--- config.mk ---
export PLATFORM = sky130hd
export DESIGN_NAME = shooter_top
export DESIGN_NICKNAME = d
export VERILOG_FILES = /design/src/common/game_pkg.sv /design/src/common/video_pkg.sv /design/src/objects/gun_ctrl.sv /design/src/objects/obstacle_row.sv /design/src/objects/shot_ctrl.sv /design/src/verilog/game_fsm.sv /design/src/verilog/pixel_mux.sv /design/src/verilog/shooter_top.sv
export SDC_FILE = /design/constraint.sdc
export NUM_CORES = 1
export LEC_CHECK = 0
export ABC_AREA = 1
export BUFFER_PORTS_ARGS = -buffer_cell sky130_fd_sc_hd__buf_4
export CAP_MARGIN = 20
export CORE_UTILIZATION = 29
export CTS_CLUSTER_DIAMETER = 100
export DETAILED_ROUTE_END_ITERATION = 7
export PLACE_DENSITY_LB_ADDON = 0.08
export SKIP_CTS_REPAIR_TIMING = 1
export SYNTH_ARGS = -nofsm -noshare
export SYNTH_HDL_FRONTEND = slang
export SYNTH_SLANG_ARGS = --single-unit
--- constraint.sdc ---
create_clock -name clk -period 2.9 [get_ports clk]
set_clock_uncertainty 0.05 [all_clocks]
set_input_delay 0.145 -clock clk [delete_from_list [all_inputs] [get_ports clk]]
set_output_delay 0.145 -clock clk [all_outputs]
set_load 0.01 [all_outputs]
--- src/common/game_pkg.sv ---
`default_nettype none

package game_pkg;

    typedef enum logic [1:0] {
        ST_NEWGAME = 2'd0,
        ST_PLAY    = 2'd1,
        ST_NEWGUN  = 2'd2,
        ST_OVER    = 2'd3
    } state_e;

    typedef struct packed {
        logic left;
        logic right;
        logic fire;
        logic start;
    } keys_t;

    // feeds the seven-segment display
    typedef struct packed {
        logic [3:0] score_hi; // bcd tens
        logic [3:0] score_lo; // bcd units
        logic [1:0] lives;
        logic       game_over;
    } status_t;

    localparam int GUN_Y_T    = 420; // gun rows
    localparam int GUN_Y_B    = 470;
    localparam int GUN_X_SIZE = 50;
    localparam int SHOT_SIZE  = 6;
    localparam int OBS_SIZE   = 30;
    localparam int OBS_Y      = 150; // top row of the obstacles
    localparam int OBS_X0     = 20;  // left edge of obstacle 0
    localparam int OBS_PITCH  = 64;
    localparam int LIVES_INIT = 3;

endpackage

`default_nettype wire

--- src/common/video_pkg.sv ---
`default_nettype none

package video_pkg;

    typedef logic [9:0] coord_t; // one axis of the scan

    localparam int MAX_X = 640; // visible width
    localparam int MAX_Y = 480; // visible height

    // 3-bit colour, one bit per gun of the monitor
    typedef enum logic [2:0] {
        BLACK  = 3'b000,
        BLUE   = 3'b001, // obstacle
        RED    = 3'b100, // shot
        YELLOW = 3'b110, // game-over band
        WHITE  = 3'b111  // gun
    } color_e;

    typedef struct packed {
        coord_t x;
        coord_t y;
    } scan_t;

endpackage

`default_nettype wire

--- src/objects/gun_ctrl.sv ---
`default_nettype none

module gun_ctrl import video_pkg::*, game_pkg::*; #(
    parameter int GUN_V = 4
) (
    input  wire         clk,
    input  wire         rst,
    input  wire         frame_tick_i,
    input  wire         play_i,
    input  wire keys_t  keys_i,
    input  wire scan_t  scan_i,
    output coord_t      gun_x_o,
    output logic        gun_on_o
);

    localparam coord_t GUN_X_HOME = coord_t'((MAX_X - GUN_X_SIZE) / 2); // centred

    coord_t gun_x_q; // left edge
    logic   step_r;
    logic   step_l;

    assign step_r = keys_i.right && (int'(gun_x_q) + GUN_V + GUN_X_SIZE <= MAX_X);
    assign step_l = keys_i.left && (int'(gun_x_q) >= GUN_V); // stays on screen

    always_ff @(posedge clk or posedge rst) begin
        if (rst) begin
            gun_x_q <= GUN_X_HOME;
        end else if (!play_i) begin
            gun_x_q <= GUN_X_HOME; // back to centre between lives
        end else if (frame_tick_i) begin
            if (step_r) begin
                gun_x_q <= gun_x_q + coord_t'(GUN_V);
            end else if (step_l) begin
                gun_x_q <= gun_x_q - coord_t'(GUN_V);
            end
        end
    end

    assign gun_x_o  = gun_x_q;
    assign gun_on_o = (scan_i.x >= gun_x_q) && (int'(scan_i.x) < int'(gun_x_q) + GUN_X_SIZE)
                   && (scan_i.y >= GUN_Y_T) && (scan_i.y <= GUN_Y_B);

endmodule

`default_nettype wire

--- src/objects/obstacle_row.sv ---
`default_nettype none

module obstacle_row import video_pkg::*, game_pkg::*; #(
    parameter int N_OBS = 10
) (
    input  wire         clk,
    input  wire         rst,
    input  wire         frame_tick_i,
    input  wire         play_i,
    input  wire scan_t  shot_pos_i,
    input  wire         shot_live_i,
    input  wire scan_t  scan_i,
    output logic        hit_o,
    output logic        obs_on_o
);

    logic [N_OBS-1:0] alive_q;
    logic [N_OBS-1:0] struck;
    logic [N_OBS-1:0] covered;
    logic             tick;

    assign tick = frame_tick_i && play_i;

    // geometry of obstacle k is fixed, so everything is a compare
    always_comb begin
        int left;
        int sx;
        int sy;
        sx = int'(shot_pos_i.x);
        sy = int'(shot_pos_i.y);
        for (int k = 0; k < N_OBS; k++) begin
            left = OBS_X0 + k * OBS_PITCH;
            struck[k] = alive_q[k] && (sx + SHOT_SIZE > left) && (sx < left + OBS_SIZE)
                     && (sy + SHOT_SIZE > OBS_Y) && (sy < OBS_Y + OBS_SIZE);
            covered[k] = alive_q[k]
                      && (int'(scan_i.x) >= left) && (int'(scan_i.x) < left + OBS_SIZE)
                      && (int'(scan_i.y) >= OBS_Y) && (int'(scan_i.y) < OBS_Y + OBS_SIZE);
        end
    end

    assign hit_o    = tick && shot_live_i && (|struck);
    assign obs_on_o = |covered;

    always_ff @(posedge clk or posedge rst) begin
        if (rst) begin
            alive_q <= '1;
        end else if (!play_i) begin
            alive_q <= '1;
        end else if (tick) begin
            if (alive_q == '0) begin
                alive_q <= '1; // row cleared, bring it back
            end else if (hit_o) begin
                alive_q <= alive_q & ~struck;
            end
        end
    end

endmodule

`default_nettype wire

--- src/objects/shot_ctrl.sv ---
`default_nettype none

module shot_ctrl import video_pkg::*, game_pkg::*; #(
    parameter int SHOT_V = 7
) (
    input  wire         clk,
    input  wire         rst,
    input  wire         frame_tick_i,
    input  wire         play_i,
    input  wire         fire_i,
    input  wire coord_t gun_x_i,
    input  wire         hit_i,
    input  wire scan_t  scan_i,
    output scan_t       shot_pos_o,
    output logic        shot_live_o,
    output logic        miss_o,
    output logic        shot_on_o
);

    scan_t shot_q;
    logic  live_q;
    logic  tick;
    logic  launch;

    assign tick   = frame_tick_i && play_i;
    assign launch = tick && fire_i && !live_q; // one shot at a time
    assign miss_o = tick && live_q && !hit_i && (int'(shot_q.y) < SHOT_V); // would pass the top

    always_ff @(posedge clk or posedge rst) begin
        if (rst) begin
            live_q <= 1'b0;
        end else if (!play_i) begin
            live_q <= 1'b0;
        end else if (launch) begin
            live_q <= 1'b1;
        end else if (hit_i || miss_o) begin
            live_q <= 1'b0;
        end
    end

    // launch from the gun, then climb
    always_ff @(posedge clk or posedge rst) begin
        if (rst) begin
            shot_q <= '0;
        end else if (!play_i) begin
            shot_q <= '0;
        end else if (launch) begin
            shot_q.x <= coord_t'(int'(gun_x_i) + (GUN_X_SIZE - SHOT_SIZE) / 2);
            shot_q.y <= coord_t'(GUN_Y_T - SHOT_SIZE);
        end else if (tick && live_q) begin
            shot_q.y <= shot_q.y - coord_t'(SHOT_V); // climb
        end
    end

    assign shot_pos_o  = shot_q;
    assign shot_live_o = live_q;
    assign shot_on_o   = live_q
                      && (scan_i.x >= shot_q.x) && (int'(scan_i.x) < int'(shot_q.x) + SHOT_SIZE)
                      && (scan_i.y >= shot_q.y) && (int'(scan_i.y) < int'(shot_q.y) + SHOT_SIZE);

    // a hit always belongs to the one shot in flight
    a_one_shot : assert property (@(posedge clk) disable iff (rst)
        hit_i |-> live_q);

endmodule

`default_nettype wire

--- src/verilog/game_fsm.sv ---
`default_nettype none

module game_fsm import video_pkg::*, game_pkg::*; (
    input  wire         clk,
    input  wire         rst,
    input  wire scan_t  scan_i,
    input  wire         start_i,
    input  wire         hit_i,
    input  wire         miss_i,
    output logic        frame_tick_o,
    output logic        play_o,
    output status_t     status_o
);

    state_e  state_q;
    state_e  state_d;
    status_t status_q;
    status_t status_d;

    // last visible pixel of the frame
    assign frame_tick_o = (int'(scan_i.x) == MAX_X - 1) && (int'(scan_i.y) == MAX_Y - 1);
    assign play_o       = (state_q == ST_PLAY);

    always_comb begin
        state_d  = state_q;
        status_d = status_q;
        case (state_q)
            ST_NEWGAME: begin
                status_d.score_hi = 4'd0;
                status_d.score_lo = 4'd0;
                status_d.lives    = 2'(LIVES_INIT);
                if (start_i) begin
                    state_d = ST_PLAY;
                end
            end
            ST_PLAY: begin
                if (hit_i) begin // bcd count, 99 wraps to 00
                    if (status_q.score_lo == 4'd9) begin
                        status_d.score_lo = 4'd0;
                        status_d.score_hi = (status_q.score_hi == 4'd9) ? 4'd0
                                          : status_q.score_hi + 4'd1;
                    end else begin
                        status_d.score_lo = status_q.score_lo + 4'd1;
                    end
                end
                if (miss_i) begin
                    status_d.lives = status_q.lives - 2'd1;
                    state_d = (status_q.lives == 2'd1) ? ST_OVER : ST_NEWGUN;
                end
            end
            ST_NEWGUN: begin
                if (start_i) begin
                    state_d = ST_PLAY;
                end
            end
            default: begin // ST_OVER
                if (start_i) begin
                    state_d = ST_NEWGAME;
                end
            end
        endcase
        status_d.game_over = (state_d == ST_OVER);
    end

    always_ff @(posedge clk or posedge rst) begin
        if (rst) begin
            state_q  <= ST_NEWGAME;
            status_q <= '{score_hi: 4'd0, score_lo: 4'd0, lives: 2'(LIVES_INIT), game_over: 1'b0};
        end else begin
            state_q  <= state_d;
            status_q <= status_d;
        end
    end

    assign status_o = status_q;

    a_bcd_digits : assert property (@(posedge clk) disable iff (rst)
        hit_i |=> (status_q.score_hi <= 4'd9) && (status_q.score_lo <= 4'd9));

endmodule

`default_nettype wire

--- src/verilog/pixel_mux.sv ---
`default_nettype none

module pixel_mux import video_pkg::*; (
    input  wire         clk,
    input  wire         rst,
    input  wire         gun_on_i,
    input  wire         shot_on_i,
    input  wire         obs_on_i,
    input  wire         game_over_i,
    input  wire scan_t  scan_i,
    output color_e      rgb_o
);

    color_e rgb_d;
    logic   band_on;

    assign band_on = game_over_i && (scan_i.y >= 10'd192) && (scan_i.y <= 10'd255);

    always_comb begin
        if (shot_on_i) begin
            rgb_d = RED; // shot drawn over everything
        end else if (gun_on_i) begin
            rgb_d = WHITE;
        end else if (obs_on_i) begin
            rgb_d = BLUE;
        end else if (band_on) begin
            rgb_d = YELLOW;
        end else begin
            rgb_d = BLACK;
        end
    end

    always_ff @(posedge clk or posedge rst) begin
        if (rst) begin
            rgb_o <= BLACK;
        end else begin
            rgb_o <= rgb_d; // one cycle behind scan_i
        end
    end

endmodule

`default_nettype wire

--- src/verilog/shooter_top.sv ---
`default_nettype none

module shooter_top import video_pkg::*, game_pkg::*; #(
    parameter int GUN_V  = 4,
    parameter int SHOT_V = 7,
    parameter int N_OBS  = 10
) (
    input  wire         clk,
    input  wire         rst,
    input  wire scan_t  scan_i,
    input  wire keys_t  keys_i,
    output color_e      rgb_o,
    output status_t     status_o
);

    logic   frame_tick, play;
    logic   hit, miss;
    logic   gun_on, shot_on, obs_on;
    logic   shot_live;
    coord_t gun_x;
    scan_t  shot_pos;

    gun_ctrl #(.GUN_V(GUN_V)) i_gun (
        .clk, .rst, .frame_tick_i(frame_tick), .play_i(play), .keys_i,
        .scan_i, .gun_x_o(gun_x), .gun_on_o(gun_on)
    );

    shot_ctrl #(.SHOT_V(SHOT_V)) i_shot (
        .clk, .rst, .frame_tick_i(frame_tick), .play_i(play), .fire_i(keys_i.fire),
        .gun_x_i(gun_x), .hit_i(hit), .scan_i, .shot_pos_o(shot_pos),
        .shot_live_o(shot_live), .miss_o(miss), .shot_on_o(shot_on)
    );

    obstacle_row #(.N_OBS(N_OBS)) i_obs (
        .clk, .rst, .frame_tick_i(frame_tick), .play_i(play), .shot_pos_i(shot_pos),
        .shot_live_i(shot_live), .scan_i, .hit_o(hit), .obs_on_o(obs_on)
    );

    game_fsm i_fsm (
        .clk, .rst, .scan_i, .start_i(keys_i.start), .hit_i(hit), .miss_i(miss),
        .frame_tick_o(frame_tick), .play_o(play), .status_o
    );

    pixel_mux i_mux (
        .clk, .rst, .gun_on_i(gun_on), .shot_on_i(shot_on), .obs_on_i(obs_on),
        .game_over_i(status_o.game_over), .scan_i, .rgb_o
    );

endmodule

`default_nettype wire
Yosys cells after proc, flatten, opt, wreduce, memory -nomap -nowiden
Cells that the tools add are included.
{"block": "word_totals", "register_bits": 57, "latch_bits": 0, "ramBits": 0, "mem_bits_ro": 0, "inputBits": 26, "output_inout_bits": 14, "elab_cells": 243, "memories": 0}
{"block": "op_classes", "add_sub_neg": 12, "mul": 0, "div_mod_pow": 0, "n_lt_le_gt_ge": 57, "n_eq_ne": 18, "shift": 0, "mux": 30, "bitwise": 2, "n_reduce_logical": 113}
{"cell": "32-bit by 10-bit greater-than comparator with 1-bit output, second input constant", "n": 4}
{"cell": "10-bit 2-to-1 mux", "n": 11}
{"cell": "1-bit logical AND", "n": 99}
{"cell": "32-bit by 9-bit greater-than comparator with 1-bit output, second input constant", "n": 3}
{"cell": "11-bit by 32-bit less-than comparator with 1-bit output", "n": 3}
{"cell": "10-bit by 9-bit less-than comparator with 1-bit output, second input constant", "n": 8}
{"cell": "32-bit by 11-bit greater-than comparator with 1-bit output, second input constant", "n": 2}
{"cell": "10-bit by 8-bit less-than comparator with 1-bit output, second input constant", "n": 6}
{"cell": "10-bit by 9-bit >= comparator with 1-bit output, second input constant", "n": 5}
{"cell": "10-bit by 8-bit >= comparator with 1-bit output, second input constant", "n": 4}
{"cell": "10-bit less-than comparator, second input constant", "n": 4}
{"cell": "10-bit by 3-bit adder with 11-bit output, second input constant", "n": 3}
{"cell": "32-bit by 7-bit adder with 32-bit output, second input constant", "n": 1}
{"cell": "32-bit by 6-bit greater-than comparator with 1-bit output, second input constant", "n": 1}
{"cell": "32-bit by 8-bit greater-than comparator with 1-bit output, second input constant", "n": 1}
{"cell": "32-bit by 11-bit less-or-equal comparator with 1-bit output, second input constant", "n": 1}
{"cell": "10-bit >= comparator", "n": 3}
{"cell": "10-bit == test, second input constant", "n": 2}
{"cell": "10-bit >= comparator, second input constant", "n": 2}
{"cell": "10-bit by 6-bit less-than comparator with 1-bit output, second input constant", "n": 2}
{"cell": "10-bit by 7-bit less-than comparator with 1-bit output, second input constant", "n": 2}
{"cell": "20-bit 2-to-1 mux", "n": 1}
{"cell": "10-bit one-hot mux with 2 select lines", "n": 1}
{"cell": "10-bit OR reduction", "n": 2}
{"cell": "34 further kinds", "n": 61}

Logic depth before layout (Yosys ltp)
{"block": "logic_depth", "word_depth": 15, "mapped_depth": 21, "ltp_nobuf": 21}

By module
A second synthesis with hierarchy kept.
{"block": "unflattened", "cells_unflattened": 1091, "hier_area_um2": 7250.7}
{"mod": "shot_ctrl", "instances": 1, "cells_each": 333, "area_per_inst_um2": 2402.3, "seq_area_each_um2": 525.5}
{"mod": "obstacle_row", "instances": 1, "cells_each": 409, "area_per_inst_um2": 2307.2, "seq_area_each_um2": 262.8}
{"mod": "gun_ctrl", "instances": 1, "cells_each": 225, "area_per_inst_um2": 1594.0, "seq_area_each_um2": 230.2}
{"mod": "game_fsm", "instances": 1, "cells_each": 109, "area_per_inst_um2": 807.0, "seq_area_each_um2": 327.8}
{"mod": "pixel_mux", "instances": 1, "cells_each": 15, "area_per_inst_um2": 140.1, "seq_area_each_um2": 75.1}

Worst setup path before layout
No wires, ideal clock.
{"block": "synth_timing", "path_type": "register -> register", "from": "register i_shot.shot_q, in the netlist i_shot.shot_pos_o[11]", "to": "register i_fsm.status_q, in the netlist i_fsm.status_o[4]", "setup_time_ns": 0.118, "arrival_ns": 2.122, "required_time_ns": 2.732, "path_slack_ns": 0.611, "path_stages_with_launch": 19, "path_buffers": 1, "synth_period_minus_slack_ns": 2.289, "path_cell_list": "dfrtp_1 -> inv_1 -> ha_1 -> nor3_1 -> nand2_1 -> nand3b_1 -> nor2_2 -> inv_2 -> nand2_1 -> nand2_1 -> nand2_1 -> nand3_1 -> nor2_1 -> nand2_1 -> nand2_2 -> nand2_2 -> buf_6 -> nand2_1 -> o21ai_2"}
{"block": "synth_via", "elab_chain_len": 10, "elab_cells_between_ends": 65, "classes_between": "1 x add/sub; 20 x order compare; 1 x eq/ne; 43 x reduce/logical"}
{"element": "start, declared", "line": "shot_ctrl.sv:20", "source": "scan_t shot_q;"}
{"element": "10-bit by 3-bit adder with 11-bit output", "line": "obstacle_row.sv:33", "source": "struck[k] = alive_q[k] && (sx + SHOT_SIZE > left) && (sx < left + OBS_SIZE)"}
{"element": "32-bit by 6-bit greater-than comparator with 1-bit output, or another cell as far along", "line": "obstacle_row.sv:33"}
{"element": "1-bit logical AND (2 in a row)", "line": "obstacle_row.sv:33"}
{"element": "1-bit logical AND (2 in a row)", "line": "obstacle_row.sv:34", "source": "&& (sy + SHOT_SIZE > OBS_Y) && (sy < OBS_Y + OBS_SIZE);"}
{"element": "10-bit OR reduction (*)", "line": "obstacle_row.sv:41", "source": "assign hit_o = tick && shot_live_i && (|struck);"}
{"element": "1-bit logical AND (*)", "line": "obstacle_row.sv:41"}
{"element": "2-bit by 1-bit != test with 1-bit output (no line) (*)"}
{"element": "2-bit AND reduction (no line) (*)"}
{"element": "end signal, assigned", "line": "game_fsm.sv:68", "source": "status_q <= '{score_hi: 4'd0, score_lo: 4'd0, lives: 2'(LIVES_INIT), game_over: 1'b0};"}
{"element": "end signal, assigned", "line": "game_fsm.sv:71", "source": "status_q <= status_d;"}
{"element": "end, declared", "line": "game_fsm.sv:17", "source": "status_t status_q;"}
Mark *: on every way between the ends. The rest lies on a longest branch, timed or not.
A chain may end at the register's enable or synchronous reset.

Worst setup path in the final report
{"block": "layout_timing", "from": "register i_gun.gun_x_q[2], in the netlist i_gun.gun_x_o[2]", "to": "register i_mux.rgb_o[0]"}
{"block": "layout_via", "elab_chain_len": 7, "elab_cells_between_ends": 8, "classes_between": "1 x add/sub; 2 x order compare; 2 x mux; 3 x reduce/logical"}
{"element": "start, declared", "line": "gun_ctrl.sv:18", "source": "coord_t gun_x_q;"}
{"element": "start signal, assigned", "line": "gun_ctrl.sv:32", "source": "gun_x_q <= gun_x_q + coord_t'(GUN_V);"}
{"element": "start signal, assigned", "line": "gun_ctrl.sv:34", "source": "gun_x_q <= gun_x_q - coord_t'(GUN_V);"}
{"element": "10-bit by 6-bit adder with 11-bit output", "line": "gun_ctrl.sv:40", "source": "assign gun_on_o = (scan_i.x >= gun_x_q) && (int'(scan_i.x) < int'(gun_x_q) + GUN_X_SIZE)"}
{"element": "11-bit by 32-bit less-than comparator with 1-bit output", "line": "gun_ctrl.sv:40"}
{"element": "1-bit logical AND (*)", "line": "gun_ctrl.sv:40"}
{"element": "1-bit logical AND (*) (2 in a row)", "line": "gun_ctrl.sv:41", "source": "&& (scan_i.y >= GUN_Y_T) && (scan_i.y <= GUN_Y_B);"}
{"element": "3-bit 2-to-1 mux (*)", "line": "pixel_mux.sv:22", "source": "end else if (gun_on_i) begin"}
{"element": "3-bit 2-to-1 mux (*)", "line": "pixel_mux.sv:20", "source": "if (shot_on_i) begin"}
{"element": "via i_mux.rgb_d[0]", "line": "pixel_mux.sv:14", "source": "color_e rgb_d;"}
{"element": "end signal, assigned", "line": "pixel_mux.sv:37", "source": "rgb_o <= rgb_d;"}
{"element": "end, declared", "line": "pixel_mux.sv:11", "source": "output color_e rgb_o"}
Mark *: on every way through the listed nets, which the timed path passes. The rest lies on a longest branch.

==> out/metrics.cfg <==
[routing]
postRouteAntennaNets = 0
drtPass1Iterations = 5
viasPerCell = 4.921
drt_iter0_markers = 318
vias = 5999
drt_wl_total_um = 19560
route.detailed.drc = 0
wl_per_cell_um = 16.05

[worst_setup_path]
crit_type = reg2reg
crit_fanout = 6
r2r-start = i_gun.gun_x_o[2]
cp-startpoint = i_gun.gun_x_o[2]
cp-start-kind = flip-flop
worstPathRequired_ns = 3.06
end_kind = flip-flop
worstPathArrival_ns = 2.86

[yosys]
synth_area_leaders = dfrtp_1 (17%), ha_1 (15%), nand2_1 (15%), dfstp_2 (7.1%), nor2_1 (6.3%)
avgSynthCellArea_um2 = 6.618
synth_flop_cell = dfrtp_1
ys_seq_elements = 56
yosysSeqAreaShare_pct = 24.02
ys_warn_count = 0
synthesis.instances = 894
yosys.area.top_type_share_pct = 16.92
synthArstFlopShare_pct = 100.0
yosysTopAreaCell = dfrtp_1
synth_edf_count = 0
synth_nets = 991
netlist_area_mm2 = 0.005917
ys_types = 46

[cells_and_area]
final_util_pct = 34.81
final_cell_mix = nand2_1 (234), nor2_1 (100), inv_1 (94), ha_1 (69), buf_4 (64)
layout_commonest_cell = nand2_1
fin_area_mm2 = 0.006864
diodes = 0
layout-drive-gt1-share_pct = 13.84
n_fill_cell = 2157
nets = 1050
area_growth_pct = 16.01

[place]
dpl_cell_area_mm2 = 0.006660
io_buffers = 39
dp_hpwl_um = 15870
finalWeightedCongestion = 0.8773
dpl_worst_slack_ns = 0.1212

[grt]
grt_pass1_wl_um = 31390
grt_overflow = 0
grt.total_usage_pct = 19.65
grt_pass1_vias = 5767
antenna_found_initial = 0
grt_max_degree = 33

[sta]
fmax_ghz = 0.3715
hold_viol = 0
finalCriticalPeriod_ns = 2.692
min_period_over_period_pct = 92.83
max_slew_margin_pct = 48.49
drv_slew = 0
worst_slack_ns = 0.2080
whs_ns = 0.06558
worstMarginPinSlew_ns = 0.7715
setup_viol = 0
rsz0062_at_grt = yes

[hold_path]
hold_start = keys_i[0]
holdCritPathClass = in2reg

[outcome]
outcome = completed

[floorplanning]
dieArea_mm2 = 0.02098
core_mm2 = 0.01972
initial_utilization_pct = 30.01
rows = 51
die_x_um = 144.8
io_pins = 40
dieHeight_um = 144.8

[clocking]
numCtsBuffers = 5
ctsHtreeMaxLevel = 2
cts_buffer_depth = 2
clock-sinks = 56
cts-root-buf = clkbuf_16
clk_latency_ns = 0.31
clk_pin_slew_ns = 0.08
cts_tree = built

[power]
powerDensity_mw_per_mm2 = 461.2
power.leakage_nw = 3.464
finalPower_mw = 3.166
vdd_drop_max_mv = 0.3551

[run]
drv_cap = 0

-- cells by family (layout without fill, tap and decap cells) --
family / count (synthesis) / after routing / share of synthesized area (%)
xor+xnor: 24 / 24 / 3.553
flops: 56 / 56 / 24.02
compound gates: 145 / 145 / 14.10
buf+inv: 120 / 180 / 8.099
fa+ha+maj: 71 / 71 / 15.01
simple gates: 478 / 478 / 35.21
-- synth_stat cells, types with 3 or more instances --
master / count
inv_2: 7
o21ai_2: 3
nor3_1: 11
nor2_4: 4
nand4_1: 30
nand2_2: 12
xor2_1: 20
buf_4: 3
dfstp_2: 16
a21oi_1: 46
nand3_1: 61
dfrtp_1: 40
o21ai_0: 56
xnor2_1: 4
o211ai_1: 7
nor2_2: 5
o22ai_1: 10
nor2_1: 100
inv_1: 97
a211oi_1: 3
ha_1: 71
nor4_1: 12
buf_2: 8
o221ai_1: 3
nand2_1: 236
-- metal layers --
layer / vias up / GRT usage, % / share of wire, %
met5: - / 0 / 0
li1: 3112 / - / -
met4: 0 / 3.657 / 1.2
met2: 121 / 32.62 / 46
met1: 2750 / 27.20 / 50
met3: 16 / 2.600 / 3.4
-- final timing paths --
check / cells after the start / slack (ns) / endpoint
worst min-delay path: 3 / 0.07 / i_fsm.state_q[0]
min in group asynchronous: 3 / 0.47 / i_gun.gun_x_o[4]
worst max-delay path: 11 / 0.21 / i_mux.rgb_o[0]
worst max register to register: 11 / 0.21 / i_mux.rgb_o[0]
max in group asynchronous: 4 / 1.55 / i_obs.alive_q[7]
worst min register to register: 2 / 0.47 / i_obs.alive_q[0]
-- power by group --
part           switching (mW)  total [mW]  internal, mW
sequential              0.165        1.05         0.889
combinational           0.876        1.45         0.576
clock                   0.329       0.659         0.330
-- flip-flops by register name, summed over array words and instances (netlist names) --
signal and cells:
i_fsm.state_q 2, i_fsm.status_o 11, i_gun.gun_x_o 9, i_mux.rgb_o 3
i_obs.alive_q 10, i_shot.shot_live_o 1, i_shot.shot_pos_o 20
-- metrics by stage --
step	std cells	TNS [ns]
2_1_floorplan	894	0
3_3_place_gp	1209	0
3_5_place_dp	1209	0
4_1_cts	1217	0
5_1_grt	1219	-0.02909
6_report	1219	0
-- worst max-delay path, cell delays in order, from the launching register on --
cell and delay, ns:
dfstp_2 0.59, buf_4 0.13, inv_1 0.10, ha_1 0.35
inv_1 0.05, ha_1 0.26, a21oi_1 0.21, o221ai_1 0.14
a21oi_1 0.21, o221ai_2 0.17, buf_4 0.16, a21oi_1 0.16
-- cell type report --
cell class                 count  area [µm²]  share of cell area, %
sequential                    56        1421                  20.71
clock inverter                 3       27.53                 0.4010
tap                          265       331.6                  4.830
clock buffer                   5       125.1                  1.823
inverter                     106       397.9                  5.797
multi-input combinational    718        4050                  59.00
timing repair buffer          66       510.5                  7.437
Power figures use the tool's default switching activity.
